--- src/rtl/xbuf_cfg_pkg.sv ---
// Shared sizes of the X operand path: element format, tile shape and banking.
// Modules import this package inside their bodies and use scoped names in port lists.
`default_nettype none

package xbuf_cfg_pkg;

  // Element width of the signed X and weight values
  localparam int unsigned ELEM_W    = 16;
  // Elements per host row, which is also the number of columns of a tile
  localparam int unsigned ROW_ELEMS = 4;
  // Rows per tile, which is also the number of MAC lanes
  localparam int unsigned TILE_ROWS = 4;
  localparam int unsigned NUM_BANKS = 2;
  // Row slots across both banks and the loader's starting credit count
  localparam int unsigned ROW_SLOTS = NUM_BANKS * TILE_ROWS;
  localparam int unsigned ACC_W     = 40;

  localparam int unsigned COL_IDX_W  = $clog2(ROW_ELEMS);
  localparam int unsigned ROW_IDX_W  = $clog2(TILE_ROWS);
  localparam int unsigned BANK_IDX_W = $clog2(NUM_BANKS);
  // One extra bit so the loader's counter can go negative while it owes
  // the slots that zero padding used up
  localparam int unsigned CREDIT_W   = $clog2(ROW_SLOTS + 1) + 1;

endpackage

`default_nettype wire

--- src/rtl/xbuf_ctrl_pkg.sv ---
// State encodings of the tile buffer banks and of the dot engine FSM.
`default_nettype none

package xbuf_ctrl_pkg;

  // Life cycle of one bank: written row by row, then held until released
  typedef enum logic [1:0] {
    BANK_EMPTY,
    BANK_FILLING,
    BANK_READY
  } bank_state_e;

  // Engine waits for a tile, walks its columns, then offers the result
  typedef enum logic [1:0] {
    ENG_IDLE,
    ENG_MAC,
    ENG_OUT
  } engine_state_e;

endpackage

`default_nettype wire

--- src/rtl/dot_engine.sv ---
// Row of TILE_ROWS MAC lanes. Each lane takes the dot product of one tile row
// with the weight vector, one column per cycle, and offers it under back-pressure.
`default_nettype none

module dot_engine (
  input  logic                                                        clk_i,
  input  logic                                                        rst_ni,
  input  logic                                                        clear_i,
  input  logic [xbuf_cfg_pkg::ROW_ELEMS-1:0][xbuf_cfg_pkg::ELEM_W-1:0] weight_i,
  input  logic                                                        weight_load_i,
  input  logic                                                        tile_ready_i,
  output logic [xbuf_cfg_pkg::COL_IDX_W-1:0]                          col_idx_o,
  input  logic [xbuf_cfg_pkg::TILE_ROWS-1:0][xbuf_cfg_pkg::ELEM_W-1:0] col_i,
  output logic                                                        tile_release_o,
  output logic [xbuf_cfg_pkg::TILE_ROWS-1:0][xbuf_cfg_pkg::ACC_W-1:0]  result_o,
  output logic                                                        result_valid_o,
  input  logic                                                        result_ready_i
);
  import xbuf_cfg_pkg::*;
  import xbuf_ctrl_pkg::*;

  engine_state_e                    state_q, state_d;
  logic [COL_IDX_W-1:0]             col_q;
  logic [ROW_ELEMS-1:0][ELEM_W-1:0] weight_q;
  logic [TILE_ROWS-1:0][ACC_W-1:0]  acc_q, acc_d;
  logic                             last_col;

  assign last_col = col_q == COL_IDX_W'(ROW_ELEMS - 1);

  always_comb begin : fsm
    state_d = state_q;
    case (state_q)
      ENG_IDLE: if (tile_ready_i) state_d = ENG_MAC;
      ENG_MAC:  if (last_col) state_d = ENG_OUT;
      ENG_OUT:  if (result_ready_i) state_d = ENG_IDLE;
      default:  state_d = ENG_IDLE;
    endcase
  end

  always_ff @(posedge clk_i or negedge rst_ni) begin : state_reg
    if (!rst_ni) begin
      state_q <= ENG_IDLE;
      col_q   <= '0;
    end else if (clear_i) begin
      state_q <= ENG_IDLE;
      col_q   <= '0;
    end else begin
      state_q <= state_d;
      if (state_q == ENG_MAC) begin
        col_q <= last_col ? '0 : col_q + 1'b1;
      end
    end
  end

  always_ff @(posedge clk_i) begin : weight_reg
    if (weight_load_i) begin
      weight_q <= weight_i;
    end
  end

  // Products are sign extended into the wide accumulators
  always_comb begin : lane_products
    logic signed [2*ELEM_W-1:0] prod;
    for (int r = 0; r < TILE_ROWS; r++) begin
      prod     = $signed(col_i[r]) * $signed(weight_q[col_q]);
      acc_d[r] = $signed(acc_q[r]) + ACC_W'(prod);
    end
  end

  always_ff @(posedge clk_i) begin : lane_accumulators
    if (state_q == ENG_IDLE && tile_ready_i) begin
      acc_q <= '0;
    end else if (state_q == ENG_MAC) begin
      acc_q <= acc_d;
    end
  end

  // The bank is handed back as soon as its last column is read, not when the
  // result is taken, so the buffer can refill behind a stalled result
  assign tile_release_o = state_q == ENG_MAC && last_col;
  assign col_idx_o      = col_q;
  assign result_o       = acc_q;
  assign result_valid_o = state_q == ENG_OUT;

  a_result_stable : assert property (@(posedge clk_i) disable iff (!rst_ni || clear_i)
    result_valid_o && !result_ready_i |=> result_valid_o && $stable(result_o))
    else $error("result changed before it was accepted");

endmodule

`default_nettype wire

--- src/rtl/x_row_loader.sv ---
// Host-side row loader. Accepts rows on a valid/ready handshake and forwards
// them, one cycle later, to the tile buffer while it holds credits.
`default_nettype none

module x_row_loader (
  input  logic                                                        clk_i,
  input  logic                                                        rst_ni,
  input  logic                                                        clear_i,
  input  logic                                                        row_valid_i,
  input  logic [xbuf_cfg_pkg::ROW_ELEMS-1:0][xbuf_cfg_pkg::ELEM_W-1:0] row_i,
  input  logic                                                        row_last_i,
  output logic                                                        row_ready_o,
  input  logic                                                        credit_i,
  output logic                                                        wr_en_o,
  output logic [xbuf_cfg_pkg::ROW_ELEMS-1:0][xbuf_cfg_pkg::ELEM_W-1:0] wr_row_o,
  output logic                                                        wr_last_o
);
  import xbuf_cfg_pkg::*;

  logic signed [CREDIT_W-1:0] credit_q, credit_d, spend;
  logic [ROW_IDX_W-1:0]       pos_q;
  logic                       accept;

  assign row_ready_o = credit_q > 0;
  assign accept      = row_valid_i && row_ready_o;

  // A last row also pays for the rows the buffer pads with zeros, since the
  // buffer returns a full bank of credits when it frees that bank
  always_comb begin : credit_next
    spend = '0;
    if (accept) begin
      if (row_last_i) begin
        spend = $signed(CREDIT_W'(TILE_ROWS - pos_q));
      end else begin
        spend = $signed(CREDIT_W'(1));
      end
    end
    credit_d = credit_q - spend + $signed({{(CREDIT_W-1){1'b0}}, credit_i});
  end

  always_ff @(posedge clk_i or negedge rst_ni) begin : credit_counter
    if (!rst_ni) begin
      credit_q <= $signed(CREDIT_W'(ROW_SLOTS));
      pos_q    <= '0;
    end else if (clear_i) begin
      credit_q <= $signed(CREDIT_W'(ROW_SLOTS));
      pos_q    <= '0;
    end else begin
      credit_q <= credit_d;
      if (accept) begin
        if (row_last_i || pos_q == ROW_IDX_W'(TILE_ROWS - 1)) begin
          pos_q <= '0;
        end else begin
          pos_q <= pos_q + 1'b1;
        end
      end
    end
  end

  always_ff @(posedge clk_i or negedge rst_ni) begin : write_valid
    if (!rst_ni) begin
      wr_en_o <= 1'b0;
    end else if (clear_i) begin
      wr_en_o <= 1'b0;
    end else begin
      wr_en_o <= accept;
    end
  end

  always_ff @(posedge clk_i) begin : write_payload
    if (accept) begin
      wr_row_o  <= row_i;
      wr_last_o <= row_last_i;
    end
  end

  // The buffer must never hand back more credits than were spent
  a_credit_bound : assert property (@(posedge clk_i) disable iff (!rst_ni)
    credit_q <= $signed(CREDIT_W'(ROW_SLOTS)))
    else $error("loader credit count above ROW_SLOTS");

endmodule

`default_nettype wire

--- src/rtl/x_tile_buffer.sv ---
// Double-banked X tile store. Collects TILE_ROWS rows per bank, pads short tiles
// with zeros, returns credits on release and serves the tile column by column.
`default_nettype none

module x_tile_buffer (
  input  logic                                                        clk_i,
  input  logic                                                        rst_ni,
  input  logic                                                        clear_i,
  input  logic                                                        wr_en_i,
  input  logic [xbuf_cfg_pkg::ROW_ELEMS-1:0][xbuf_cfg_pkg::ELEM_W-1:0] wr_row_i,
  input  logic                                                        wr_last_i,
  output logic                                                        credit_o,
  input  logic [xbuf_cfg_pkg::COL_IDX_W-1:0]                          col_idx_i,
  output logic                                                        tile_ready_o,
  output logic [xbuf_cfg_pkg::TILE_ROWS-1:0][xbuf_cfg_pkg::ELEM_W-1:0] col_o,
  input  logic                                                        tile_release_i
);
  import xbuf_cfg_pkg::*;
  import xbuf_ctrl_pkg::*;

  logic [ROW_ELEMS-1:0][ELEM_W-1:0] mem_q [NUM_BANKS][TILE_ROWS];
  bank_state_e                      bank_q [NUM_BANKS];
  logic [BANK_IDX_W-1:0]            wr_bank_q, rd_bank_q;
  logic [ROW_IDX_W-1:0]             row_idx_q;
  logic [CREDIT_W-1:0]              pend_q;
  logic                             tile_close;

  // A tile closes on its last slot or on the final row of the matrix
  assign tile_close = wr_en_i && (wr_last_i || row_idx_q == ROW_IDX_W'(TILE_ROWS - 1));

  // The whole remainder of a short tile is zeroed in the same cycle as its last row
  always_ff @(posedge clk_i) begin : bank_store
    if (wr_en_i) begin
      for (int r = 0; r < TILE_ROWS; r++) begin
        if (ROW_IDX_W'(r) == row_idx_q) begin
          mem_q[wr_bank_q][r] <= wr_row_i;
        end else if (wr_last_i && ROW_IDX_W'(r) > row_idx_q) begin
          mem_q[wr_bank_q][r] <= '0;
        end
      end
    end
  end

  always_ff @(posedge clk_i or negedge rst_ni) begin : bank_ctrl
    if (!rst_ni) begin
      for (int b = 0; b < NUM_BANKS; b++) begin
        bank_q[b] <= BANK_EMPTY;
      end
      wr_bank_q <= '0;
      rd_bank_q <= '0;
      row_idx_q <= '0;
    end else if (clear_i) begin
      for (int b = 0; b < NUM_BANKS; b++) begin
        bank_q[b] <= BANK_EMPTY;
      end
      wr_bank_q <= '0;
      rd_bank_q <= '0;
      row_idx_q <= '0;
    end else begin
      for (int b = 0; b < NUM_BANKS; b++) begin
        if (tile_release_i && BANK_IDX_W'(b) == rd_bank_q) begin
          bank_q[b] <= BANK_EMPTY;
        end else if (wr_en_i && BANK_IDX_W'(b) == wr_bank_q) begin
          bank_q[b] <= tile_close ? BANK_READY : BANK_FILLING;
        end
      end
      if (tile_release_i) begin
        rd_bank_q <= rd_bank_q + 1'b1;
      end
      if (tile_close) begin
        wr_bank_q <= wr_bank_q + 1'b1;
        row_idx_q <= '0;
      end else if (wr_en_i) begin
        row_idx_q <= row_idx_q + 1'b1;
      end
    end
  end

  // A freed bank queues a full bank of credits, drained one per cycle
  always_ff @(posedge clk_i or negedge rst_ni) begin : credit_queue
    if (!rst_ni) begin
      pend_q <= '0;
    end else if (clear_i) begin
      pend_q <= '0;
    end else begin
      pend_q <= pend_q - CREDIT_W'(credit_o) + (tile_release_i ? CREDIT_W'(TILE_ROWS) : '0);
    end
  end

  assign credit_o     = pend_q != '0;
  assign tile_ready_o = bank_q[rd_bank_q] == BANK_READY;

  // Transposed read: element col_idx_i of every row in the read bank
  always_comb begin : col_select
    for (int r = 0; r < TILE_ROWS; r++) begin
      col_o[r] = mem_q[rd_bank_q][r][col_idx_i];
    end
  end

  // Credits in the loader must keep writes away from a bank the engine still owns
  a_no_write_ready : assert property (@(posedge clk_i) disable iff (!rst_ni)
    wr_en_i |-> bank_q[wr_bank_q] != BANK_READY)
    else $error("row written into a ready bank");

  a_release_ready : assert property (@(posedge clk_i) disable iff (!rst_ni)
    tile_release_i |-> tile_ready_o)
    else $error("tile released while read bank not ready");

endmodule

`default_nettype wire

--- src/rtl/x_tile_top.sv ---
// Top level of the X operand path: row loader, double-banked tile buffer and
// dot engine, connected by wires only.
`default_nettype none

module x_tile_top (
  input  logic                                                        clk_i,
  input  logic                                                        rst_ni,
  input  logic                                                        clear_i,
  input  logic                                                        row_valid_i,
  input  logic [xbuf_cfg_pkg::ROW_ELEMS-1:0][xbuf_cfg_pkg::ELEM_W-1:0] row_i,
  input  logic                                                        row_last_i,
  output logic                                                        row_ready_o,
  input  logic [xbuf_cfg_pkg::ROW_ELEMS-1:0][xbuf_cfg_pkg::ELEM_W-1:0] weight_i,
  input  logic                                                        weight_load_i,
  output logic [xbuf_cfg_pkg::TILE_ROWS-1:0][xbuf_cfg_pkg::ACC_W-1:0]  result_o,
  output logic                                                        result_valid_o,
  input  logic                                                        result_ready_i
);
  import xbuf_cfg_pkg::*;

  logic                             wr_en, wr_last, credit;
  logic [ROW_ELEMS-1:0][ELEM_W-1:0] wr_row;
  logic [COL_IDX_W-1:0]             col_idx;
  logic [TILE_ROWS-1:0][ELEM_W-1:0] col;
  logic                             tile_ready, tile_release;

  x_row_loader u_loader (
    .clk_i       (clk_i),
    .rst_ni      (rst_ni),
    .clear_i     (clear_i),
    .row_valid_i (row_valid_i),
    .row_i       (row_i),
    .row_last_i  (row_last_i),
    .row_ready_o (row_ready_o),
    .credit_i    (credit),
    .wr_en_o     (wr_en),
    .wr_row_o    (wr_row),
    .wr_last_o   (wr_last)
  );

  x_tile_buffer u_buffer (
    .clk_i          (clk_i),
    .rst_ni         (rst_ni),
    .clear_i        (clear_i),
    .wr_en_i        (wr_en),
    .wr_row_i       (wr_row),
    .wr_last_i      (wr_last),
    .credit_o       (credit),
    .col_idx_i      (col_idx),
    .tile_ready_o   (tile_ready),
    .col_o          (col),
    .tile_release_i (tile_release)
  );

  dot_engine u_engine (
    .clk_i          (clk_i),
    .rst_ni         (rst_ni),
    .clear_i        (clear_i),
    .weight_i       (weight_i),
    .weight_load_i  (weight_load_i),
    .tile_ready_i   (tile_ready),
    .col_idx_o      (col_idx),
    .col_i          (col),
    .tile_release_o (tile_release),
    .result_o       (result_o),
    .result_valid_o (result_valid_o),
    .result_ready_i (result_ready_i)
  );

endmodule

`default_nettype wire

--- config.mk ---
export PLATFORM = sky130hd
export DESIGN_NAME = x_tile_top
export DESIGN_NICKNAME = d
export VERILOG_FILES = /design/src/rtl/xbuf_cfg_pkg.sv /design/src/rtl/xbuf_ctrl_pkg.sv /design/src/rtl/dot_engine.sv /design/src/rtl/x_row_loader.sv /design/src/rtl/x_tile_buffer.sv /design/src/rtl/x_tile_top.sv
export SDC_FILE = /design/constraint.sdc
export NUM_CORES = 2
export LEC_CHECK = 0
export ABC_AREA = 1
export BUFFER_PORTS_ARGS = -buffer_cell sky130_fd_sc_hd__buf_2
export CAP_MARGIN = 20
export CORE_MARGIN = 2
export CORE_UTILIZATION = 65
export CTS_BUF_LIST = sky130_fd_sc_hd__clkbuf_8
export CTS_CLUSTER_DIAMETER = 120
export CTS_CLUSTER_SIZE = 24
export DETAILED_ROUTE_END_ITERATION = 8
export PLACE_DENSITY_LB_ADDON = 0.12
export SETUP_SLACK_MARGIN = 0.4
export SLEW_MARGIN = 10
export SYNTH_ARGS = -nofsm -noshare
export SYNTH_HDL_FRONTEND = slang
export SYNTH_SLANG_ARGS = --single-unit
--- constraint.sdc ---
create_clock -name clk_i -period 9.6 [get_ports clk_i]
set_input_delay 0 -clock clk_i [delete_from_list [all_inputs] [get_ports clk_i]]
set_output_delay 0 -clock clk_i [all_outputs]
set_load 0.02 [all_outputs]
# Word level (Yosys, flattened, before mapping)
# Memory sizes are Yosys's and may differ from the RTL's.
# Cells that the tools add are included.
# W data, S select, Z words.
# totals
ff_bits,314
mem_bits_rw,512
in_bits,135
output_inout_bits,162
wordCells,169
n_memories,1
# classes
add_sub_neg,14
multipliers,4
n_lt_le_gt_ge,7
n_eq_ne,12
n_mux,75
bitwise_logic,7
n_reduce_logical,25
# mem_list
name,words,width,rd,rd_clocked_by_memory_dff,write_ports,line,source
u_buffer.mem_q,2,256,1,0,1,x_tile_buffer.sv:21,logic [ROW_ELEMS-1:0][ELEM_W-1:0] mem_q [NUM_BANKS][TILE_ROWS];
# ops
operator,n
$mux W64,4
$add A40 B32 Y40,4
$bmux W16 S2,5
$mul A16 B16 Y32,4
$mux W16,5
$mux W2,21
$mux W1,33
$mux W5,4
$logic_and A1 B1 Y1,12
$eq A2 B2 Y1 const B,5
$ne A3 B2 Y1 const B,3
$reduce_bool A3 Y1,3
$reduce_bool A2 Y1,4
$add A2 B1 Y2 const B,3
$pmux W2 S3,1
$add A5 B2 Y5,1
$add A5 B5 Y5,1
$gt A5 B1 Y1 const B,1
$reduce_bool A5 Y1,1
$sub A5 B1 Y5,1
$sub A5 B5 Y5,1
$eq A2 B2 Y1 const A,2
$gt A1 B2 Y1 const A,2
$gt A2 B2 Y1 const A,2
14 further kinds,21

# Depth between registers and ports, before layout
# depth
word_depth,8
mapped_depth,37
ltp_nobuf,34

# By module
# A second synthesis with hierarchy kept.
# unflattened
hier_cells,10743
hier_area_um2,88484.9
# by_module_without_submodules
mod,instances,cells_per_inst,area_each_um2,seq_area_each_um2
dot_engine,1,8005,61796.8,5225.0
x_tile_buffer,1,2598,24145.7,15700.1
x_row_loader,1,140,2542.4,2153.3

# Least setup slack after synthesis
# No wires, ideal clock.
# synth_path
kind,flip-flop to flip-flop
startpoint,register u_engine.col_q[0] (netlist: u_engine.col_idx_o[0])
endpoint,register u_engine.acc_q (netlist bit u_engine.result_o[79])
setup_ps,109
arrival_time_ps,6352
t_required_ps,9491
slack_ps,3139
path_stages_with_launch,31
path_buffers,4
period_less_slack_ps,6461
cell_sequence,dfrtp_1 > buf_6 > buf_6 > buf_6 > nand2_1 > a32oi_2 > inv_2 > buf_2 > nor2_2 > fa_1 > fa_1 > inv_1 > fa_1 > fa_1 > inv_1 > fa_1 > inv_1 > fa_1 > inv_1 > ha_1 > nand2_1 > nor2_1 > nand2_1 > nor2_1 > nand3_1 > inv_1 > nor2_1 > nand2_1 > nand3_1 > nand2_1 > inv_1
# synth_between
elab_chain_cells,4
word_cells_on_any_way,6
cone_classes,add/sub (1); mul (1); mux (4)
# synth_rtl
element,line,source
from (decl),dot_engine.sv:23,logic [COL_IDX_W-1:0] col_q;
from (signal assigned),dot_engine.sv:50,col_q <= last_col ? '0 : col_q + 1'b1;
$bmux W16 S2 (on tied branches),"x_tile_buffer.sv:96, dot_engine.sv:65",
$mux W16 (on tied branches),"x_tile_buffer.sv:96, dot_engine.sv:65",
$mul A16 B16 Y32 (*),dot_engine.sv:65,prod = $signed(col_i[r]) * $signed(weight_q[col_q]);
$add A40 B32 Y40 (*),dot_engine.sv:66,acc_d[r] = $signed(acc_q[r]) + ACC_W'(prod);
to (signal assigned),dot_engine.sv:72,acc_q <= '0;
to (signal assigned),dot_engine.sv:74,acc_q <= acc_d;
to (decl),dot_engine.sv:25,"logic [TILE_ROWS-1:0][ACC_W-1:0] acc_q, acc_d;"
# Mark *: on every way between the ends. The rest lies on a longest branch, timed or not. The select of a mux whose other input is x is not followed.
# A chain may end at the register's enable or synchronous reset.

# Worst setup path after layout
# layout_path
startpoint,register u_engine.col_q[0] (netlist: u_engine.col_idx_o[0])
endpoint,register u_engine.acc_q (netlist bit u_engine.result_o[67])
# The elaborated chain is that of the path after synthesis.

==> metrics.csv <==
metric,value,unit
outcome,finished clean,
max_freq,114,MHz
endpoint,u_engine.result_o[67],
grt_pass1_vias,71100,
yosysWarnings,0,
critPathCaptureType,flip-flop,
rsz0062_at_grt,false,
dpl.cell_count,11500,
ant_nets,0,
maxCapViolCount,0,
fin_nets,12000,
async_reset_ff_share,3.03,%
crit_required,10.41,ns
clock_path_buffers,3,
grt_pass1_wl,409000,microns
syn-num-nets,11500,
finClkSkew,0.0999,ns
coreArea,130000,sq um
synth.avg_cell_area,8.86,sq um
cts_inserted_buffers,48,
gp_congestion,0.995,
yosysSeqAreaShare,27.1,%
antenna_found_initial,12,
wl_per_cell,22.2,microns
setup.worst_path.start,u_engine.col_idx_o[0],
drc,0,
cp.arrival,9.61,ns
wirelength,262000,microns
grt_max_degree,113,
routed_via_density,5.73,
synth_ff_type,edfxtp_1,
num_rows,132,
area_delta_synth_final,8.03,%
die_h,366,microns
synth_cell_types,51,
die_x,366,microns
cp_max_fo,100,
clk_latency,0.89,ns
vias,67600,
critical_path_class,reg -> reg,
rrSetupSlack,0.80,ns
cts_tree,built,
hold_viol,0,
final_common_cell,inv_1,
finalCritPeriodShare,91.7,%
synth_edf_count,641,
drive_gt1_share,6.45,%
htree_num_levels,2,
r2r-end,u_engine.result_o[67],
clk_pin_slew_worst_paths,0.17,ns
tightest_slew,1.21,ns
setup_viol,0,
r2r_cells,25,
ys_ff_latch,826,
final_cells,11800,
netlist_area,85100,sq um
die_area,134000,sq um
cts-root-buf,clkbuf_8,
overflow,0,
clock_sinks,826,
numPortBuffers,296,
cp-start-kind,flip-flop,
r2r_start,u_engine.col_idx_o[0],
final_cell_mix,"inv_1, nor2_1, nand2_1",
start_util,65.6,%
fin_tns_setup,0,ns
hold_class,in -> reg,
maxSlewViolCount,0,
ios,297,
post_cts_buffers,0,
cts.repair.resized,0,
relSlewSlack,19.2,%
drt_pass1_iterations,9,
period_minus_slack,8.80,ns
hpwl,196000,microns
grt_use_total,39.9,%
synthCells,9609,
first_iter_violations,7374,
==> timing repair <==
item                       4_1_cts  5_1_grt
setup endpoints to repair        0        0
hold buffers                   267        0
hold endpoints to repair       220        0
==> critical path: stages, from the launching register on <==
cell	delay [ns]
dfrtp_4	0.76
inv_6	0.74
nand2_1	0.31
a32oi_4	0.32
inv_2	0.36
nor2_1	0.30
fa_1	0.61
fa_1	0.59
inv_1	0.19
fa_1	0.56
inv_1	0.06
fa_1	0.49
fa_1	0.49
inv_1	0.05
fa_1	0.47
inv_1	0.04
ha_1	0.35
nand2_1	0.12
nor2_1	0.20
inv_1	0.08
nor3_1	0.77
nand3_1	0.28
nand4_1	0.15
nand3_1	0.11
o211ai_1	0.13
inv_1	0.06
==> cells by family after synthesis <==
logic type / after synthesis / synth area share [%]
DFF: 826 / 27.1
buffers and inverters: 2611 / 12.1
AOI/OAI and AO/OA: 812 / 5.82
adders and majority gates: 1801 / 38.1
and+or+nand+nor: 3500 / 16.2
xor gates and xnor gates: 59 / 0.607
==> final cells by class <==
| class | count | area (sq um) |
|---|---|---|
| repair buffers | 666 | 5040 |
| diodes | 4 | 10.0 |
| flip-flops and latches | 826 | 23100 |
| inverters | 2312 | 8690 |
| multi-input cells | 6172 | 52000 |
| clock inverters | 35 | 323 |
| fillers | 10200 | 37900 |
| clock buffers | 49 | 674 |
| well taps | 1742 | 2180 |
==> worst min path at each step <==
stage               slack, ns  cells after the start                    end     startpoint
floorplan               -0.30                      0     u_buffer.bank_q[0]         rst_ni
global placement         0.03                      1      u_loader.pos_q[1]         rst_ni
detailed placement       0.04                      1      u_loader.pos_q[0]         rst_ni
CTS                      0.01                      2  u_engine.weight_q[24]  weight_load_i
global route             0.03                      2  u_engine.weight_q[54]   weight_i[54]
finish                   0.08                      2  u_engine.weight_q[54]   weight_i[54]
==> per-stage QoR <==
stage	area [sq um]	hold slack [ns]	worst slack, ns	utilization, %
final	92000	0.0821	0.797	70.8
after CTS	91900	0.00993	1.08	70.8
after global placement	88200	0.0257	1.12	68.0
after global routing	92000	0.0293	0.564	70.8
after detailed placement	88200	0.0390	1.09	68.0
after floorplan	85100	-0.296	3.14	-
==> state kept, by name, summed over array words and instances (netlist names), 2 cells and up <==
name                flops
u_loader.credit_q       5
u_loader.pos_q          2
u_engine.result_o     160
u_buffer.pend_q         5
u_engine.state_q        2
u_engine.weight_q      64
u_engine.col_idx_o      2
u_buffer.bank_q         4
u_loader.wr_row_o      64
u_buffer.row_idx_q      2
u_buffer.mem_q        512
==> routing by layer <==
layer / GRT usage, % / share of wire [%]
met1: 52.6 / 38
met2: 64.2 / 46
met3: 8.66 / 10
met4: 17.7 / 5.3
met5: 0 / 0.016
==> cell usage after synthesis, drive strengths merged (2+ instances only) <==
master     n  share of area (%)
inv     2311                 10
nor2    1583                7.0
nand2   1564                7.0
fa      1322                 31
edfxtp   641                 23
ha       479                7.0
o21ai    400                2.4
nand3    250                1.5
buf      182                1.4
a21oi    181                1.1
dfxtp    160                3.8
o221ai   123                1.3
clkbuf   117               0.52
xor2      45               0.46
o21bai    37               0.33
nand4     32               0.24
nor3      26               0.15
dfrtp     24               0.71
a21o      23               0.20
or2       22               0.16
a32oi     15               0.30
nand3b    15               0.13
xnor2     14               0.14
o21a      13               0.11
o211ai    12               0.11
nor4       6              0.044
a31o       3              0.031
o22ai      2              0.015
Power is left out: the tool's default activity adds up to more than one toggle a clock period on the data nets, which glitch-free logic cannot reach.
